`config.mk`:
```
export PLATFORM = sky130hd
export DESIGN_NAME = intt_top
export DESIGN_NICKNAME = d
export VERILOG_FILES = /design/src/common/intt_pkg.sv /design/src/common/coef_mem_if.sv /design/src/logic/intt_top.sv /design/src/scale/scale_unloader.sv /design/src/logic/coef_store.sv /design/src/logic/coef_loader.sv
export SDC_FILE = /design/constraint.sdc
export NUM_CORES = 1
export LEC_CHECK = 0
export BUFFER_PORTS_ARGS = -buffer_cell sky130_fd_sc_hd__buf_2
export CAP_MARGIN = 20
export CORE_MARGIN = 10
export CORE_UTILIZATION = 47
export CTS_BUF_LIST = sky130_fd_sc_hd__clkbuf_4 sky130_fd_sc_hd__clkbuf_8 sky130_fd_sc_hd__clkbuf_16
export CTS_CLUSTER_DIAMETER = 150
export DETAILED_ROUTE_END_ITERATION = 8
export GPL_ROUTABILITY_DRIVEN = 0
export PLACE_DENSITY_LB_ADDON = 0.1
export SYNTH_ARGS = -nofsm -noshare
export SYNTH_HDL_FRONTEND = slang
export SYNTH_SLANG_ARGS = --single-unit
```
`constraint.sdc`:
```
create_clock -name clk -period 38 [get_ports clk]
set_clock_uncertainty 0.1 [all_clocks]
set_input_delay 3.8 -clock clk [delete_from_list [all_inputs] [get_ports clk]]
set_output_delay 3.8 -clock clk [all_outputs]
set_load 0.05 [all_outputs]
```
`src/common/intt_pkg.sv`:
```
package intt_pkg;

    // coefficient width, wide enough for the default modulus 7681
    localparam int COEF_WIDTH = 13;

    // one coefficient word, loaded or scaled
    typedef logic [COEF_WIDTH-1:0] coef_t;

    // register stages in the modular multiply: product, then reduction
    localparam int MUL_LATENCY = 2;

    // loader FSM
    typedef enum logic {
        load_idle,     // waiting for a load pulse
        load_run       // one sample per cycle into the banks
    } load_state_e;

    // unloader FSM
    typedef enum logic [1:0] {
        unload_idle,   // waiting for an unload pulse
        unload_read,   // issuing read addresses 0..N-1
        unload_drain   // multiply pipeline emptying
    } unload_state_e;

endpackage
```
`src/common/coef_mem_if.sv`:
```
`timescale 1ns/1ps

// port between the coefficient banks, the loader and the unloader
interface coef_mem_if #(
    parameter int ADDR_WIDTH = 5
);

    logic                    wen;    // write strobe, takes effect on this edge
    logic [ADDR_WIDTH-1:0]   waddr;  // bit 0 picks the bank
    intt_pkg::coef_t         wdata;
    logic [ADDR_WIDTH-1:0]   raddr;
    intt_pkg::coef_t         rdata;  // one cycle after raddr

    // loader side
    modport writer (output wen, output waddr, output wdata);

    // unloader side
    modport reader (output raddr, input rdata);

    // the banks themselves
    modport store (input wen, input waddr, input wdata, input raddr, output rdata);

endinterface

```
`src/logic/intt_top.sv`:
```
`timescale 1ns/1ps

// serial inverse-NTT data path
// bit-reversed load, then unload with the 1/N scaling
module intt_top #(
    parameter int RING_DEPTH = 5,     // N = 2^RING_DEPTH
    parameter int Q          = 7681,
    parameter int N_INV      = 7441   // N^-1 mod Q
) (
    input  logic              clk,
    input  logic              reset,
    input  logic              load,
    input  intt_pkg::coef_t   din,
    input  logic              unload,
    output intt_pkg::coef_t   dout,
    output logic              dout_valid,
    output logic              done
);

    logic load_busy;     // loader run in progress
    logic unload_busy;   // unloader read or drain in progress

    coef_mem_if #(.ADDR_WIDTH(RING_DEPTH)) mem ();

    coef_loader #(.RING_DEPTH(RING_DEPTH)) coef_loader_i (
        .clk         (clk),
        .reset       (reset),
        .load        (load),
        .din         (din),
        .unload_busy (unload_busy),
        .load_busy   (load_busy),
        .mem         (mem.writer)
    );

    coef_store #(.RING_DEPTH(RING_DEPTH)) coef_store_i (
        .clk (clk),
        .mem (mem.store)
    );

    scale_unloader #(.RING_DEPTH(RING_DEPTH), .Q(Q), .N_INV(N_INV)) scale_unloader_i (
        .clk         (clk),
        .reset       (reset),
        .unload      (unload),
        .load_busy   (load_busy),
        .unload_busy (unload_busy),
        .dout        (dout),
        .dout_valid  (dout_valid),
        .done        (done),
        .mem         (mem.reader)
    );

endmodule

```
`src/scale/scale_unloader.sv`:
```
`timescale 1ns/1ps

// serial unloader with the final 1/N scaling of the inverse NTT
// words leave in storage order, each multiplied by N_INV mod Q
module scale_unloader #(
    parameter int RING_DEPTH = 5,
    parameter int Q          = 7681,
    parameter int N_INV      = 7441
) (
    input  logic              clk,
    input  logic              reset,
    input  logic              unload,       // one-cycle start pulse
    input  logic              load_busy,
    output logic              unload_busy,
    output intt_pkg::coef_t   dout,
    output logic              dout_valid,
    output logic              done,         // one cycle after the last word
    coef_mem_if.reader        mem
);

    localparam int N      = 1 << RING_DEPTH;
    localparam int PROD_W = 2 * intt_pkg::COEF_WIDTH;

    intt_pkg::unload_state_e   state;
    logic [RING_DEPTH-1:0]     cnt;        // read index, then drain count
    logic [RING_DEPTH-1:0]     raddr_q;    // address register toward the banks
    logic                      rd_valid;   // raddr_q holds a live address
    logic                      mem_valid;  // rdata holds a live word
    logic                      mul_valid;  // prod holds a live product
    logic [PROD_W-1:0]         prod;

    // control FSM
    always_ff @(posedge clk or posedge reset) begin
        if (reset) begin
            state <= intt_pkg::unload_idle;
            cnt   <= '0;
        end else begin
            case (state)
                intt_pkg::unload_idle: begin
                    cnt <= '0;
                    if (unload && !load_busy) begin   // loader must be quiet
                        state <= intt_pkg::unload_read;
                    end
                end
                intt_pkg::unload_read: begin
                    cnt <= cnt + 1'b1;
                    if (cnt == RING_DEPTH'(N - 1)) begin
                        state <= intt_pkg::unload_drain;
                        cnt   <= '0;
                    end
                end
                intt_pkg::unload_drain: begin
                    // MUL_LATENCY + 1 cycles, the read stage plus the multiply
                    cnt <= cnt + 1'b1;
                    if (cnt == RING_DEPTH'(intt_pkg::MUL_LATENCY)) begin
                        state <= intt_pkg::unload_idle;
                    end
                end
                default: state <= intt_pkg::unload_idle;
            endcase
        end
    end

    assign unload_busy = (state != intt_pkg::unload_idle);

    // valid bits, one per pipeline stage
    always_ff @(posedge clk or posedge reset) begin
        if (reset) begin
            rd_valid   <= 1'b0;
            mem_valid  <= 1'b0;
            mul_valid  <= 1'b0;
            dout_valid <= 1'b0;
            done       <= 1'b0;
        end else begin
            rd_valid   <= (state == intt_pkg::unload_read);
            mem_valid  <= rd_valid;
            mul_valid  <= mem_valid;
            dout_valid <= mul_valid;
            done       <= dout_valid && !mul_valid;   // last word leaving
        end
    end

    // data path: address, product, reduction
    always_ff @(posedge clk) begin
        raddr_q <= cnt;
        prod    <= PROD_W'(mem.rdata) * PROD_W'(N_INV);
        dout    <= intt_pkg::coef_t'(prod % PROD_W'(Q));
    end

    assign mem.raddr = raddr_q;

    // done comes strictly after the stream
    a_done_excl: assert property (@(posedge clk) disable iff (reset)
        done |-> !dout_valid)
        else $error("scale_unloader: done overlaps dout_valid");

    // output is fully reduced
    a_dout_range: assert property (@(posedge clk) disable iff (reset)
        dout_valid |-> (dout < intt_pkg::coef_t'(Q)))
        else $error("scale_unloader: dout not below Q");

endmodule

```
`src/logic/coef_store.sv`:
```
`timescale 1ns/1ps

// coefficient store, an even bank and an odd bank of N/2 words each
// address bit 0 picks the bank, the upper bits pick the row
module coef_store #(
    parameter int RING_DEPTH = 5
) (
    input  logic        clk,
    coef_mem_if.store   mem
);

    localparam int ROWS = 1 << (RING_DEPTH - 1);

    intt_pkg::coef_t bank_even [ROWS];  // addresses with bit 0 clear
    intt_pkg::coef_t bank_odd  [ROWS];  // addresses with bit 0 set

    intt_pkg::coef_t   even_q;    // registered read of each bank
    intt_pkg::coef_t   odd_q;
    logic              rsel_q;    // bank select, aligned with the read data

    // write port, one bank per strobe
    always_ff @(posedge clk) begin
        if (mem.wen) begin
            if (mem.waddr[0]) begin
                bank_odd[mem.waddr[RING_DEPTH-1:1]] <= mem.wdata;
            end else begin
                bank_even[mem.waddr[RING_DEPTH-1:1]] <= mem.wdata;
            end
        end
    end

    // read port
    // both banks read the same row, the delayed select steers rdata
    always_ff @(posedge clk) begin
        even_q <= bank_even[mem.raddr[RING_DEPTH-1:1]];
        odd_q  <= bank_odd[mem.raddr[RING_DEPTH-1:1]];
        rsel_q <= mem.raddr[0];
    end

    assign mem.rdata = rsel_q ? odd_q : even_q;   // valid one cycle after raddr

    // the loader must hand over a clean address with every write
    a_waddr_known: assert property (@(posedge clk)
        mem.wen |-> !$isunknown(mem.waddr))
        else $error("coef_store: write address has unknown bits");

endmodule

```
`src/logic/coef_loader.sv`:
```
`timescale 1ns/1ps

// serial coefficient loader
// sample j of a run lands at address bitrev(j), one per cycle
module coef_loader #(
    parameter int RING_DEPTH = 5
) (
    input  logic              clk,
    input  logic              reset,
    input  logic              load,         // one-cycle start pulse
    input  intt_pkg::coef_t   din,
    input  logic              unload_busy,
    output logic              load_busy,
    coef_mem_if.writer        mem
);

    localparam int N = 1 << RING_DEPTH;

    intt_pkg::load_state_e   state;
    logic [RING_DEPTH-1:0]   cnt;       // index of the sample on din
    logic [RING_DEPTH-1:0]   cnt_rev;   // cnt with its bits mirrored

    // control FSM, a new run only starts when the unloader is quiet
    always_ff @(posedge clk or posedge reset) begin
        if (reset) begin
            state <= intt_pkg::load_idle;
            cnt   <= '0;
        end else begin
            case (state)
                intt_pkg::load_idle: begin
                    cnt <= '0;
                    if (load && !unload_busy) begin
                        state <= intt_pkg::load_run;
                    end
                end
                intt_pkg::load_run: begin
                    cnt <= cnt + 1'b1;
                    if (cnt == RING_DEPTH'(N - 1)) begin  // last sample this cycle
                        state <= intt_pkg::load_idle;
                    end
                end
                default: state <= intt_pkg::load_idle;
            endcase
        end
    end

    // bit-reversed write address
    always_comb begin
        for (int i = 0; i < RING_DEPTH; i++) begin
            cnt_rev[i] = cnt[RING_DEPTH-1-i];
        end
    end

    assign load_busy = (state != intt_pkg::load_idle);

    // din goes straight into the banks, so the write lands on the sampling edge
    assign mem.wen   = (state == intt_pkg::load_run);
    assign mem.waddr = cnt_rev;
    assign mem.wdata = din;

    // an idle loader writes nothing until it takes a load pulse
    a_no_wen_idle: assert property (@(posedge clk) disable iff (reset)
        (state == intt_pkg::load_idle && !(load && !unload_busy)) |=> !mem.wen)
        else $error("coef_loader: write strobe without an accepted load");

endmodule

```
# Yosys cells after proc, flatten, opt, wreduce, memory -nomap -nowiden
# Memory sizes are Yosys's and may differ from the RTL's. A register that Yosys moved wholly into a read port is not among the register bits.
# Cells that the tools add are included.
# word_totals
reg_bits	63
ram_bits	416
input_bits	17
output_inout_bits	15
word_cells	55
memories	2
# mem_list
memory	words	word_bits	read_ports	rd_ports_with_merged_regs	wr	line	text
coef_store_i.bank_even	16	13	1	1	1	coef_store.sv:14	intt_pkg::coef_t bank_even [ROWS];
coef_store_i.bank_odd	16	13	1	1	1	coef_store.sv:15	intt_pkg::coef_t bank_odd [ROWS];
# classes
addsub	2
multipliers	1
n_div	1
eq_ne	8
muxes	17
bitwise	1
n_reduce_logical	10
# op_table
operator	n
modulo 26 x 13 -> 26 bit, second input constant	1
multiplier 13 x 13 -> 26 bit, second input constant	1
one-hot mux 5 bit (3 select lines)	1
2-to-1 mux 13 bit	1
adder 5 x 1 -> 5 bit, second input constant	2
== test 5 bit, second input constant	2
one-hot mux 5 bit (2 select lines)	1
2-to-1 mux 1 bit	8
2-to-1 mux 2 bit	3
!= test 2 x 1 -> 1 bit, second input constant	3
one-hot mux 2 bit (3 select lines)	1
== test 5 x 2 -> 1 bit, second input constant	1
2-to-1 mux 5 bit	1
logical AND 1 bit	3
logical NOT 1 bit	3
AND reduction 3 bit	1
nonzero test 3 bit	1
== test 2 x 1 -> 1 bit, second input constant	1
== test 2 bit, second input constant	1
logical NOT 2 bit	1
one-hot mux 1 bit (2 select lines)	1
nonzero test 2 bit	1
NOT 1 bit	1

# Depth between registers and ports, before layout
# Gate-level depths: netlist of the first run.
# logic_depth
depth_word	5
mapped_depth	56
depth_no_buf	47

# Modules after synthesis
# A second synthesis of the first run with hierarchy kept.
# unflattened
hier_cells	2016
area_unflattened_um2	27022.2
# modules_own_cells
module	n_inst	cells_each	area_per_inst_um2	seq_area_each_um2
coef_store	1	729	16651.0	13032.5
scale_unloader	1	1252	10004.6	1181.1
coef_loader	1	35	366.6	150.1

# Least setup slack after synthesis of the first run
# No wires, ideal clock.
# synth_timing
path_kind	reg2reg
from	reg scale_unloader_i.prod[20]
to	reg scale_unloader_i.dout[6]
setup_ps	127
t_arrival_ps	12583
required_time_ps	37773
setup_slack_ps	25191
stages_incl_launch_ff	50
n_path_buf	4
period_less_slack_ps	12809
cell_sequence	dfxtp_1 buf_6 or4_4 nand2b_1 or3_4 o211ai_2 mux2i_1 nor3_1 or4_1 buf_2 or3_4 o211a_1 o2111a_1 or4_4 a21o_1 or4b_1 a32o_2 o21a_1 (+14 left out) o22a_1 nor3_2 a21oi_2 nand2b_1 nor2b_1 a21oi_1 ha_1 inv_1 or4b_4 o2111a_2 nor2_4 xnor2_1 ha_1 and3_1 nand4_1 a21oi_2 nor2_1 xnor2_1
# synth_between
elab_chain_cells	1
# synth_lines
item	line	text
from (decl)	scale_unloader.sv:30	logic [PROD_W-1:0] prod;
from (signal assigned)	scale_unloader.sv:86	prod <= PROD_W'(mem.rdata) * PROD_W'(N_INV);
modulo 26 x 13 -> 26 bit	scale_unloader.sv:87	dout <= intt_pkg::coef_t'(prod % PROD_W'(Q));
to (signal assigned)	scale_unloader.sv:87	
to (decl)	scale_unloader.sv:15	output intt_pkg::coef_t dout,
# Every way passes these cells.
# A chain may end at the register's enable or synchronous reset.

# Worst setup path after layout of the first run
# layout_timing
from	reg scale_unloader_i.prod[25]
to	reg scale_unloader_i.dout[7]
# The elaborated chain is that of the path after synthesis.

==> impl_metrics.py, run 1 <==
metrics = {
    "sta": {
        "setup_viol": 0,
        "slew_headroom_pct": 30.5,
        "rsz0062_at_grt": "no",
        "worst_pin_slew_ns": 1.01,
        "final_hold_viol_count": 0,
        "max_clock_freq_ghz": 0.0625,
        "slew_viol_final": 0,
        "min_period_over_period_pct": 42.1,
        "fin_setup_tns_ns": 0,
        "period_minus_slack_ns": 16.01,
    },
    "grt": {
        "first_global_vias": 17600,
        "grt_pass1_wl_um": 102000,
        "grt-ovfl-total": 0,
        "antenna_found_initial": 0,
        "grtUsageTotal_pct": 19.0,
        "grt_max_degree": 58,
    },
    "yosys": {
        "syn_area_mm2": 0.0272,
        "synth_commonest_cells": "edfxtp_1, mux4_2, nor2_1",
        "syn_nets": 2112,
        "synth-main-ff-cell": "edfxtp_1",
        "yosysTopAreaCellShare_pct": 46.0,
        "synth-seq-cells": 505,
        "ys_seq_area_share_pct": 52.9,
        "async_flop_share_pct": 3.56,
        "synth_cells": 1974,
        "synth_top_cells_by_area": "edfxtp_1, mux4_2, dfxtp_1",
        "synth_warnings": 0,
        "yosysMostFrequentCell": "edfxtp_1",
        "synth-edff-count": 416,
        "syn_avg_cell_area_um2": 13.8,
        "synth.distinct_cells": 130,
        "synth_top_area_cell": "edfxtp_1",
    },
    "worst_setup_path": {
        "crit_buf_inv": 0,
        "required_ns": 38.39,
        "critPathKind": "register to register",
        "worst_setup_path_start_kind": "register",
        "worstSetupEndpointType": "register",
        "cp_slowest_stage_delay_ns": 0.88,
        "path_depth": 44,
        "critPathMaxFanout": 15,
        "crit_arrival_ns": 16.39,
        "crit_slowest_cell": "mux2i_1",
        "reg2regPathDepth": 44,
        "crit_family": "compound AO/OA/AOI/OAI gates",
    },
    "placement": {
        "dpl.hpwl_um": 43800,
        "place.port_buffers": 31,
    },
    "cts": {
        "cts_made_buffers": 51,
        "post_cts_buffers": 0,
        "numClockSinks": 505,
        "hold_buffers": 0,
        "htree_levels": 2,
        "cts_tree": "built",
        "clockRootBuffer": "clkbuf_16",
        "clk_pin_slew_ns": 0.06,
        "cts_resized": 0,
        "clk_latency_ns": 0.59,
        "clockBufferDepth": 3,
    },
    "die": {
        "rows": 88,
        "start_util_pct": 47.3,
        "die_h_um": 260,
        "io_pins": 32,
        "fp.coreArea_mm2": 0.0575,
        "die_w_um": 260,
        "die_area_mm2": 0.0678,
    },
    "routing": {
        "drc": 0,
        "finalWirelength_um": 64000,
        "drt_first_pass_iters": 5,
        "vias": 17100,
        "drt_iter0_markers": 1260,
        "antenna_left": 0,
        "wl_per_cell_um": 22.8,
        "routed_via_density": 6.10,
    },
    "hold_path": {
        "hold_path_depth": 0,
        "hold_path.class": "register to register",
    },
    "final_layout": {
        "nets": 2137,
        "seqCellArea_mm2": 0.0144,
        "diodes": 0,
        "multiInputGateArea_mm2": 0.0122,
        "area_delta_synth_final_pct": 9.93,
        "drive_above_1_share_pct": 19.0,
        "fill_cells": 4890,
    },
    "run": {
        "maxCapViolations": 0,
    },
    "status": {
        "outcome": "finished clean",
    },
}
## per-layer routing
metal | wire length (µm) | share of wire (%) | global-route usage, % | vias to the layer above
li1 | - | - | - | 7872
met4 | 981 | 1.5 | 4.10 | 0
met5 | 0 | 0 | 0 | -
met3 | 2720 | 4.2 | 2.28 | 81
met2 | 31900 | 50 | 32.6 | 441
met1 | 28400 | 44 | 25.6 | 8734
## area by class of cell
cell class | instances | area share (%)
Multi-Input combinational cell | 1323 | 41.0
Tap cell | 765 | 3.20
Sequential cell | 505 | 48.1
Clock buffer | 71 | 4.96
Inverter | 75 | 0.942
Timing Repair Buffer | 43 | 0.821
Clock inverter | 25 | 0.972
## sequential cells by signal (all words and copies together), names as in the netlist, 2 cells and up
register / flops
coef_store_i.even_q: 13
coef_store_i.bank_even: 208
scale_unloader_i.state: 2
scale_unloader_i.dout: 13
scale_unloader_i.cnt: 5
scale_unloader_i.mem.raddr: 5
coef_store_i.odd_q: 13
coef_loader_i.cnt: 5
scale_unloader_i.prod: 26
coef_store_i.bank_odd: 208
## through the flow
stage | setup slack (ns) | util [%] | std cells | cell area (µm²) | hold slack, ns
after floorplan | 25.19 | - | 1974 | 27200 | 0.210
after global placement | 22.96 | 48.9 | 2711 | 28100 | 0.253
after detailed placement | 22.36 | 48.9 | 2711 | 28100 | 0.239
after CTS | 22.36 | 52.0 | 2807 | 29900 | 0.255
after global routing | 20.51 | 52.0 | 2807 | 29900 | 0.259
final | 21.99 | 52.0 | 2807 | 29900 | 0.252
## path summary, 6_finish.rpt
| kind | from | end | slack [ns] |
|---|---|---|---|
| worst max-delay path | scale_unloader_i.prod[25] | scale_unloader_i.dout[7] | 21.99 |
| worst min-delay path | scale_unloader_i.rd_valid | scale_unloader_i.mem_valid | 0.25 |
| worst max register to register | scale_unloader_i.prod[25] | scale_unloader_i.dout[7] | 21.99 |
| worst min register to register | scale_unloader_i.rd_valid | scale_unloader_i.mem_valid | 0.25 |
| max in group asynchronous | reset | scale_unloader_i.dout_valid | 34.09 |
| min in group asynchronous | reset | coef_loader_i.cnt[0] | 3.24 |
## cells in the final DEF, fill, tap and decap left out, types with 18 or more instances in the layout
cell type    n
nand3_1     44
o21ai_0     42
xnor2_1     78
inv_1       74
xor2_1      29
o31ai_1     18
a21oi_1     68
o211ai_1    20
mux2i_1     21
buf_2       31
fa_1        32
and2_1      39
clkbuf_16   51
dfxtp_1     68
nor4_1      20
a31oi_1     18
nand2_1     88
nor2_1      99
ha_1        89
nor3_1      45
dfrtp_1     18
o21ai_1     20
a21o_1      20
edfxtp_1   416
nand4_1     23
mux4_2     130
## worst reg2reg max path: cells and delay by family, from the launching register on
family	cells	cell delay (ns)
compound gates	21	7.68
xor+xnor	3	0.66
fa+ha+maj	1	0.23
flops	1	0.52
mux	2	1.32
simple gates	17	5.42
## cell families after synthesis
group,Yosys count,synth area share [%]
and+or+nand+nor,508,10.7
DFF,505,52.9
AOI/OAI and AO/OA,409,11.6
muxes,170,12.4
buffers and inverters,146,2.14
adders and majority gates,124,6.57
xor gates and xnor gates,112,3.75
Power of run 1 is not shown: default switching activity piles up to over one toggle a cycle in this logic, so the estimate is an artifact.
==> inputs of run 2 (changes only) <==
==> constraint.sdc (replaced) <==
create_clock -name clk -period 13.2 [get_ports clk]
set_clock_uncertainty 0.1 [all_clocks]
set_input_delay 1.32 -clock clk [delete_from_list [all_inputs] [get_ports clk]]
set_output_delay 1.32 -clock clk [all_outputs]
set_load 0.05 [all_outputs]
==> impl_metrics.py, run 2 (same netlist as run 1, synthesis figures left out) <==
metrics = {
    "status": {
        "outcome": "finished clean",
    },
    "cts": {
        "htree_levels": 2,
        "clk_latency_ns": 0.58,
        "numClockSinks": 505,
        "clk_pin_slew_ns": 0.06,
        "clockBufferDepth": 3,
        "cts_made_buffers": 49,
        "cts_tree": "built",
        "clockRootBuffer": "clkbuf_16",
    },
    "routing": {
        "vias": 18000,
        "wl_per_cell_um": 22.6,
        "drt_iter0_markers": 1434,
        "antenna_left": 0,
        "drc": 0,
        "drt_first_pass_iters": 8,
        "routed_via_density": 6.04,
        "finalWirelength_um": 67200,
    },
    "sta": {
        "period_minus_slack_ns": 12.93,
        "slew_headroom_pct": 33.4,
        "max_clock_freq_ghz": 0.0773,
        "holdWs_ns": 0.261,
        "worst_pin_slew_ns": 0.999,
        "final_hold_viol_count": 0,
        "min_period_over_period_pct": 98.0,
        "setup_viol": 0,
        "slew_viol_final": 0,
    },
    "grt": {
        "antenna_found_initial": 2,
        "first_global_vias": 17900,
        "grt_max_degree": 55,
        "grt-ovfl-total": 0,
        "grt_pass1_wl_um": 103000,
        "grtUsageTotal_pct": 19.3,
    },
    "placement": {
        "dpl.hpwl_um": 45500,
        "place.port_buffers": 31,
        "post_dp_cell_area_mm2": 0.0291,
    },
    "final_layout": {
        "fill_cells": 4706,
        "diodes": 0,
        "area_delta_synth_final_pct": 17.6,
        "final_cell_mix": "edfxtp_1, buf_4, mux4_2, nor2_1, ha_1",
        "final_common_cell": "edfxtp_1",
        "drive_above_1_share_pct": 30.2,
        "final_cell_area_mm2": 0.0319,
        "nets": 2305,
    },
    "run": {
        "maxCapViolations": 0,
    },
    "worst_setup_path": {
        "cp_slowest_stage_delay_ns": 0.58,
        "worst_setup_path_start_kind": "register",
        "cpMostUsedCell": "buf_4",
        "worstSetupEndpointType": "register",
        "critPathKind": "register to register",
        "crit_slowest_cell": "or4_4",
        "crit_arrival_ns": 13.29,
        "required_ns": 13.56,
        "critPathMaxFanout": 10,
    },
    "die": {
        "rows": 88,
        "die_h_um": 260,
        "start_util_pct": 47.3,
        "io_pins": 32,
        "fp.coreArea_mm2": 0.0575,
        "die_w_um": 260,
        "die_area_mm2": 0.0678,
    },
    "hold_path": {
        "hold_path.class": "register to register",
    },
}
run 2: cell types whose count changed in the layout (fill, tap and decap cells not counted), moves of 5 or more:
| cell | delta |
|---|---|
| a211oi_1 | -6 |
| a211oi_2 | +5 |
| buf_4 | +170 |
| clkbuf_4 | -6 |
| clkinv_2 | +5 |
| dfxtp_1 | -9 |
| dfxtp_2 | +6 |
| nor3_1 | -10 |
| nor3_2 | +5 |
| nor3_4 | +5 |
| nor4_1 | -6 |
| nor4_4 | +5 |
| o21ai_1 | -5 |
| o21ai_2 | +8 |
run 2: through the flow:
stage / utilization [%] / std cells / TNS [ns] / setup slack [ns]
4_1_cts: 53.8 / 2939 / 0 / 0.00462
6_report: 55.6 / 2972 / 0 / 0.269
3_5_place_dp: 50.6 / 2844 / -0.720 / -0.105
3_3_place_gp: 50.6 / 2844 / -0.0404 / -0.0239
2_1_floorplan: - / 1974 / 0 / 0.391
5_1_grt: 55.6 / 2972 / -1.25 / -0.188
run 2: critical path: cells and delay by family (launching register included):
family                     cells  cell delay (ns)
DFF                            1             0.39
AOI/OAI and AO/OA             21             4.96
muxes                          1             0.39
and+or+nand+nor               19             5.74
xor gates and xnor gates       2             0.29
buffers and inverters          5             0.70
adders and majority gates      1             0.21
run 2: layout make-up:
class | count | area (µm²) | share of cell area (%)
Sequential cell | 505 | 14400 | 45.0
Tap cell | 765 | 957 | 3.00
Clock inverter | 27 | 327 | 1.02
Inverter | 75 | 282 | 0.881
Timing Repair Buffer | 213 | 1520 | 4.76
Multi-Input combinational cell | 1323 | 13100 | 40.9
Clock buffer | 64 | 1410 | 4.42
run 2: final timing paths:
path | startpoint | end | slack (ns) | depth (start not counted)
min reg2reg | scale_unloader_i.mem_valid | scale_unloader_i.mul_valid | 0.26 | 0
max reg2reg | scale_unloader_i.prod[20] | scale_unloader_i.dout[5] | 0.27 | 49
min in group asynchronous | reset | scale_unloader_i.mem_valid | 0.76 | 2
min | scale_unloader_i.mem_valid | scale_unloader_i.mul_valid | 0.26 | 0
max | scale_unloader_i.prod[20] | scale_unloader_i.dout[5] | 0.27 | 49
max in group asynchronous | reset | coef_loader_i.load_busy | 11.77 | 2
run 2: layer usage:
metal	routed length, µm	track usage (%)
met2	33300	32.6
met5	0	0
met4	1580	5.01
met1	29100	26.1
met3	3100	2.38
run 2: repair_timing:
action / CTS / global route
endpoints found under the setup margin: 13 / 13
pin swaps: 3 / 57
buffers inserted: 4 / 33
gates resized for setup: 11 / 150
hold buffers: 0 / 0
Power of run 2 is left out for the same reason.
==> inputs of run 3 (changes only) <==
--- a/config.mk
+++ b/config.mk
@@ -5,13 +5,13 @@
 export SDC_FILE = /design/constraint.sdc
 export NUM_CORES = 1
 export LEC_CHECK = 0
-export BUFFER_PORTS_ARGS = -buffer_cell sky130_fd_sc_hd__buf_2
 export CAP_MARGIN = 20
 export CORE_MARGIN = 10
 export CORE_UTILIZATION = 47
 export CTS_BUF_LIST = sky130_fd_sc_hd__clkbuf_4 sky130_fd_sc_hd__clkbuf_8 sky130_fd_sc_hd__clkbuf_16
 export CTS_CLUSTER_DIAMETER = 150
 export DETAILED_ROUTE_END_ITERATION = 8
+export DONT_BUFFER_PORTS = 1
 export GPL_ROUTABILITY_DRIVEN = 0
 export PLACE_DENSITY_LB_ADDON = 0.1
 export SYNTH_ARGS = -nofsm -noshare
==> impl_metrics.py, run 3 (same netlist as run 1, synthesis figures left out) <==
metrics = {
    "final_layout": {
        "diodes": 0,
        "drive_above_1_share_pct": 31.2,
        "final_cell_mix": "edfxtp_1, buf_4, mux4_2, nor2_1",
        "nets": 2336,
        "final_common_cell": "edfxtp_1",
        "layout.cells.non_filler": 3004,
        "area_delta_synth_final_pct": 18.5,
        "final_cell_area_mm2": 0.0322,
    },
    "status": {
        "outcome": "finished clean",
    },
    "grt": {
        "grtUsageTotal_pct": 19.4,
        "grt-ovfl-total": 0,
        "antenna_found_initial": 0,
        "use_met3_pct": 2.67,
        "grt-busiest-layer": "met2",
        "first_global_vias": 18000,
        "grt_pass1_wl_um": 103000,
        "grt_max_degree": 60,
        "grtUsageMet1_pct": 25.8,
        "grt_use_met2_pct": 33.2,
    },
    "placement": {
        "dpl.cell_count": 2856,
        "place.port_buffers": 0,
        "post_dp_cell_area_mm2": 0.0293,
        "dpl.hpwl_um": 45700,
    },
    "sta": {
        "slew_headroom_pct": 34.6,
        "final_hold_viol_count": 0,
        "period_minus_slack_ns": 12.95,
        "min_period_over_period_pct": 98.1,
        "slew_viol_final": 0,
        "setup_viol": 0,
        "max_clock_freq_ghz": 0.0772,
        "worst_pin_slew_ns": 0.974,
    },
    "routing": {
        "drt_first_pass_iters": 5,
        "drc": 0,
        "drt_iter0_markers": 1332,
        "routed_via_density": 6.01,
        "antenna_left": 0,
        "finalWirelength_um": 67400,
        "vias": 18000,
        "wl_per_cell_um": 22.4,
    },
    "worst_setup_path": {
        "cpMostUsedCell": "buf_4",
        "crit_buf_inv": 8,
        "critPathMaxFanout": 7,
        "worstSetupEndpointType": "register",
        "r2r-start": "scale_unloader_i.prod[16]",
        "crit_arrival_ns": 13.37,
        "required_ns": 13.62,
        "critPathKind": "register to register",
        "worst_setup_path_start_kind": "register",
        "cp_slowest_stage_delay_ns": 0.54,
        "r2r_slack_ns": 0.25,
        "reg2regPathDepth": 54,
        "crit_family": "simple AND/OR/NAND/NOR gates",
        "r2r-end": "scale_unloader_i.dout[9]",
        "crit_slowest_cell": "or4b_4",
    },
    "cts": {
        "cts_made_buffers": 49,
        "clk_pin_slew_ns": 0.06,
        "htree_levels": 2,
        "clockRootBuffer": "clkbuf_16",
        "numClockSinks": 505,
        "clockBufferDepth": 3,
        "cts_tree": "built",
        "hold_buffers": 0,
        "clk_latency_ns": 0.59,
    },
    "die": {
        "die_area_mm2": 0.0678,
        "start_util_pct": 47.3,
        "die_w_um": 260,
        "fp.coreArea_mm2": 0.0575,
        "die_h_um": 260,
        "io_pins": 32,
        "rows": 88,
    },
    "hold_path": {
        "hold_path_end": "scale_unloader_i.mul_valid",
        "hold_path.class": "register to register",
        "hold_path_depth": 0,
        "min_from": "scale_unloader_i.mem_valid",
    },
    "run": {
        "maxCapViolations": 0,
    },
}
[run 3: cell types whose count changed in the layout (fill, tap and decap cells not counted), moves of 6 or more]
cell	previous run	this run
a31oi_2	1	7
buf_2	31	0
buf_4	182	240
clkbuf_4	5	12
dfxtp_1	59	65
nor2_1	96	90
[run 3: per-stage QoR]
stage | hold WS (ns) | setup TNS, ns | utilization (%) | worst slack [ns]
after floorplan | 0.210 | 0 | - | 0.391
after global placement | 0.247 | -1.07 | 50.9 | -0.147
after detailed placement | 0.240 | -2.50 | 50.9 | -0.255
after CTS | 0.267 | -0.0123 | 54.0 | -0.0123
after global routing | 0.272 | -1.84 | 56.0 | -0.214
final | 0.261 | 0 | 56.0 | 0.251
[run 3: worst max path at each step]
stage | endpoint | slack, ns | cells past startpoint | start
after detailed placement | scale_unloader_i.dout[6] | -0.25 | 47 | scale_unloader_i.prod[18]
after global placement | scale_unloader_i.dout[6] | -0.15 | 50 | scale_unloader_i.prod[18]
after CTS | scale_unloader_i.dout[4] | -0.01 | 48 | scale_unloader_i.prod[18]
after floorplan | scale_unloader_i.dout[6] | 0.39 | 49 | scale_unloader_i.prod[20]
after global routing | scale_unloader_i.dout[3] | -0.21 | 54 | scale_unloader_i.prod[16]
final | scale_unloader_i.dout[9] | 0.25 | 54 | scale_unloader_i.prod[16]
[run 3: layer usage]
layer | up-vias | part of all wire, %
met5 | - | 0
met4 | 0 | 2.0
met3 | 97 | 4.8
met2 | 475 | 50
met1 | 9192 | 43
li1 | 8285 | -
[run 3: cell type report]
| cell class | count | area [µm²] |
|---|---|---|
| multi-input cells | 1324 | 13100 |
| clock buffers | 69 | 1430 |
| repair buffers | 243 | 1840 |
| flip-flops and latches | 505 | 14400 |
| clock inverters | 23 | 223 |
| fillers | 4714 | 25300 |
| inverters | 75 | 282 |
| well taps | 765 | 957 |
[run 3: timing repair]
action	CTS	global route
pin swaps	5	64
gates resized for setup	8	158
gates cloned	0	1
endpoints found under the setup margin	13	13
buffers inserted	5	50
Power of run 3 is left out for the same reason.
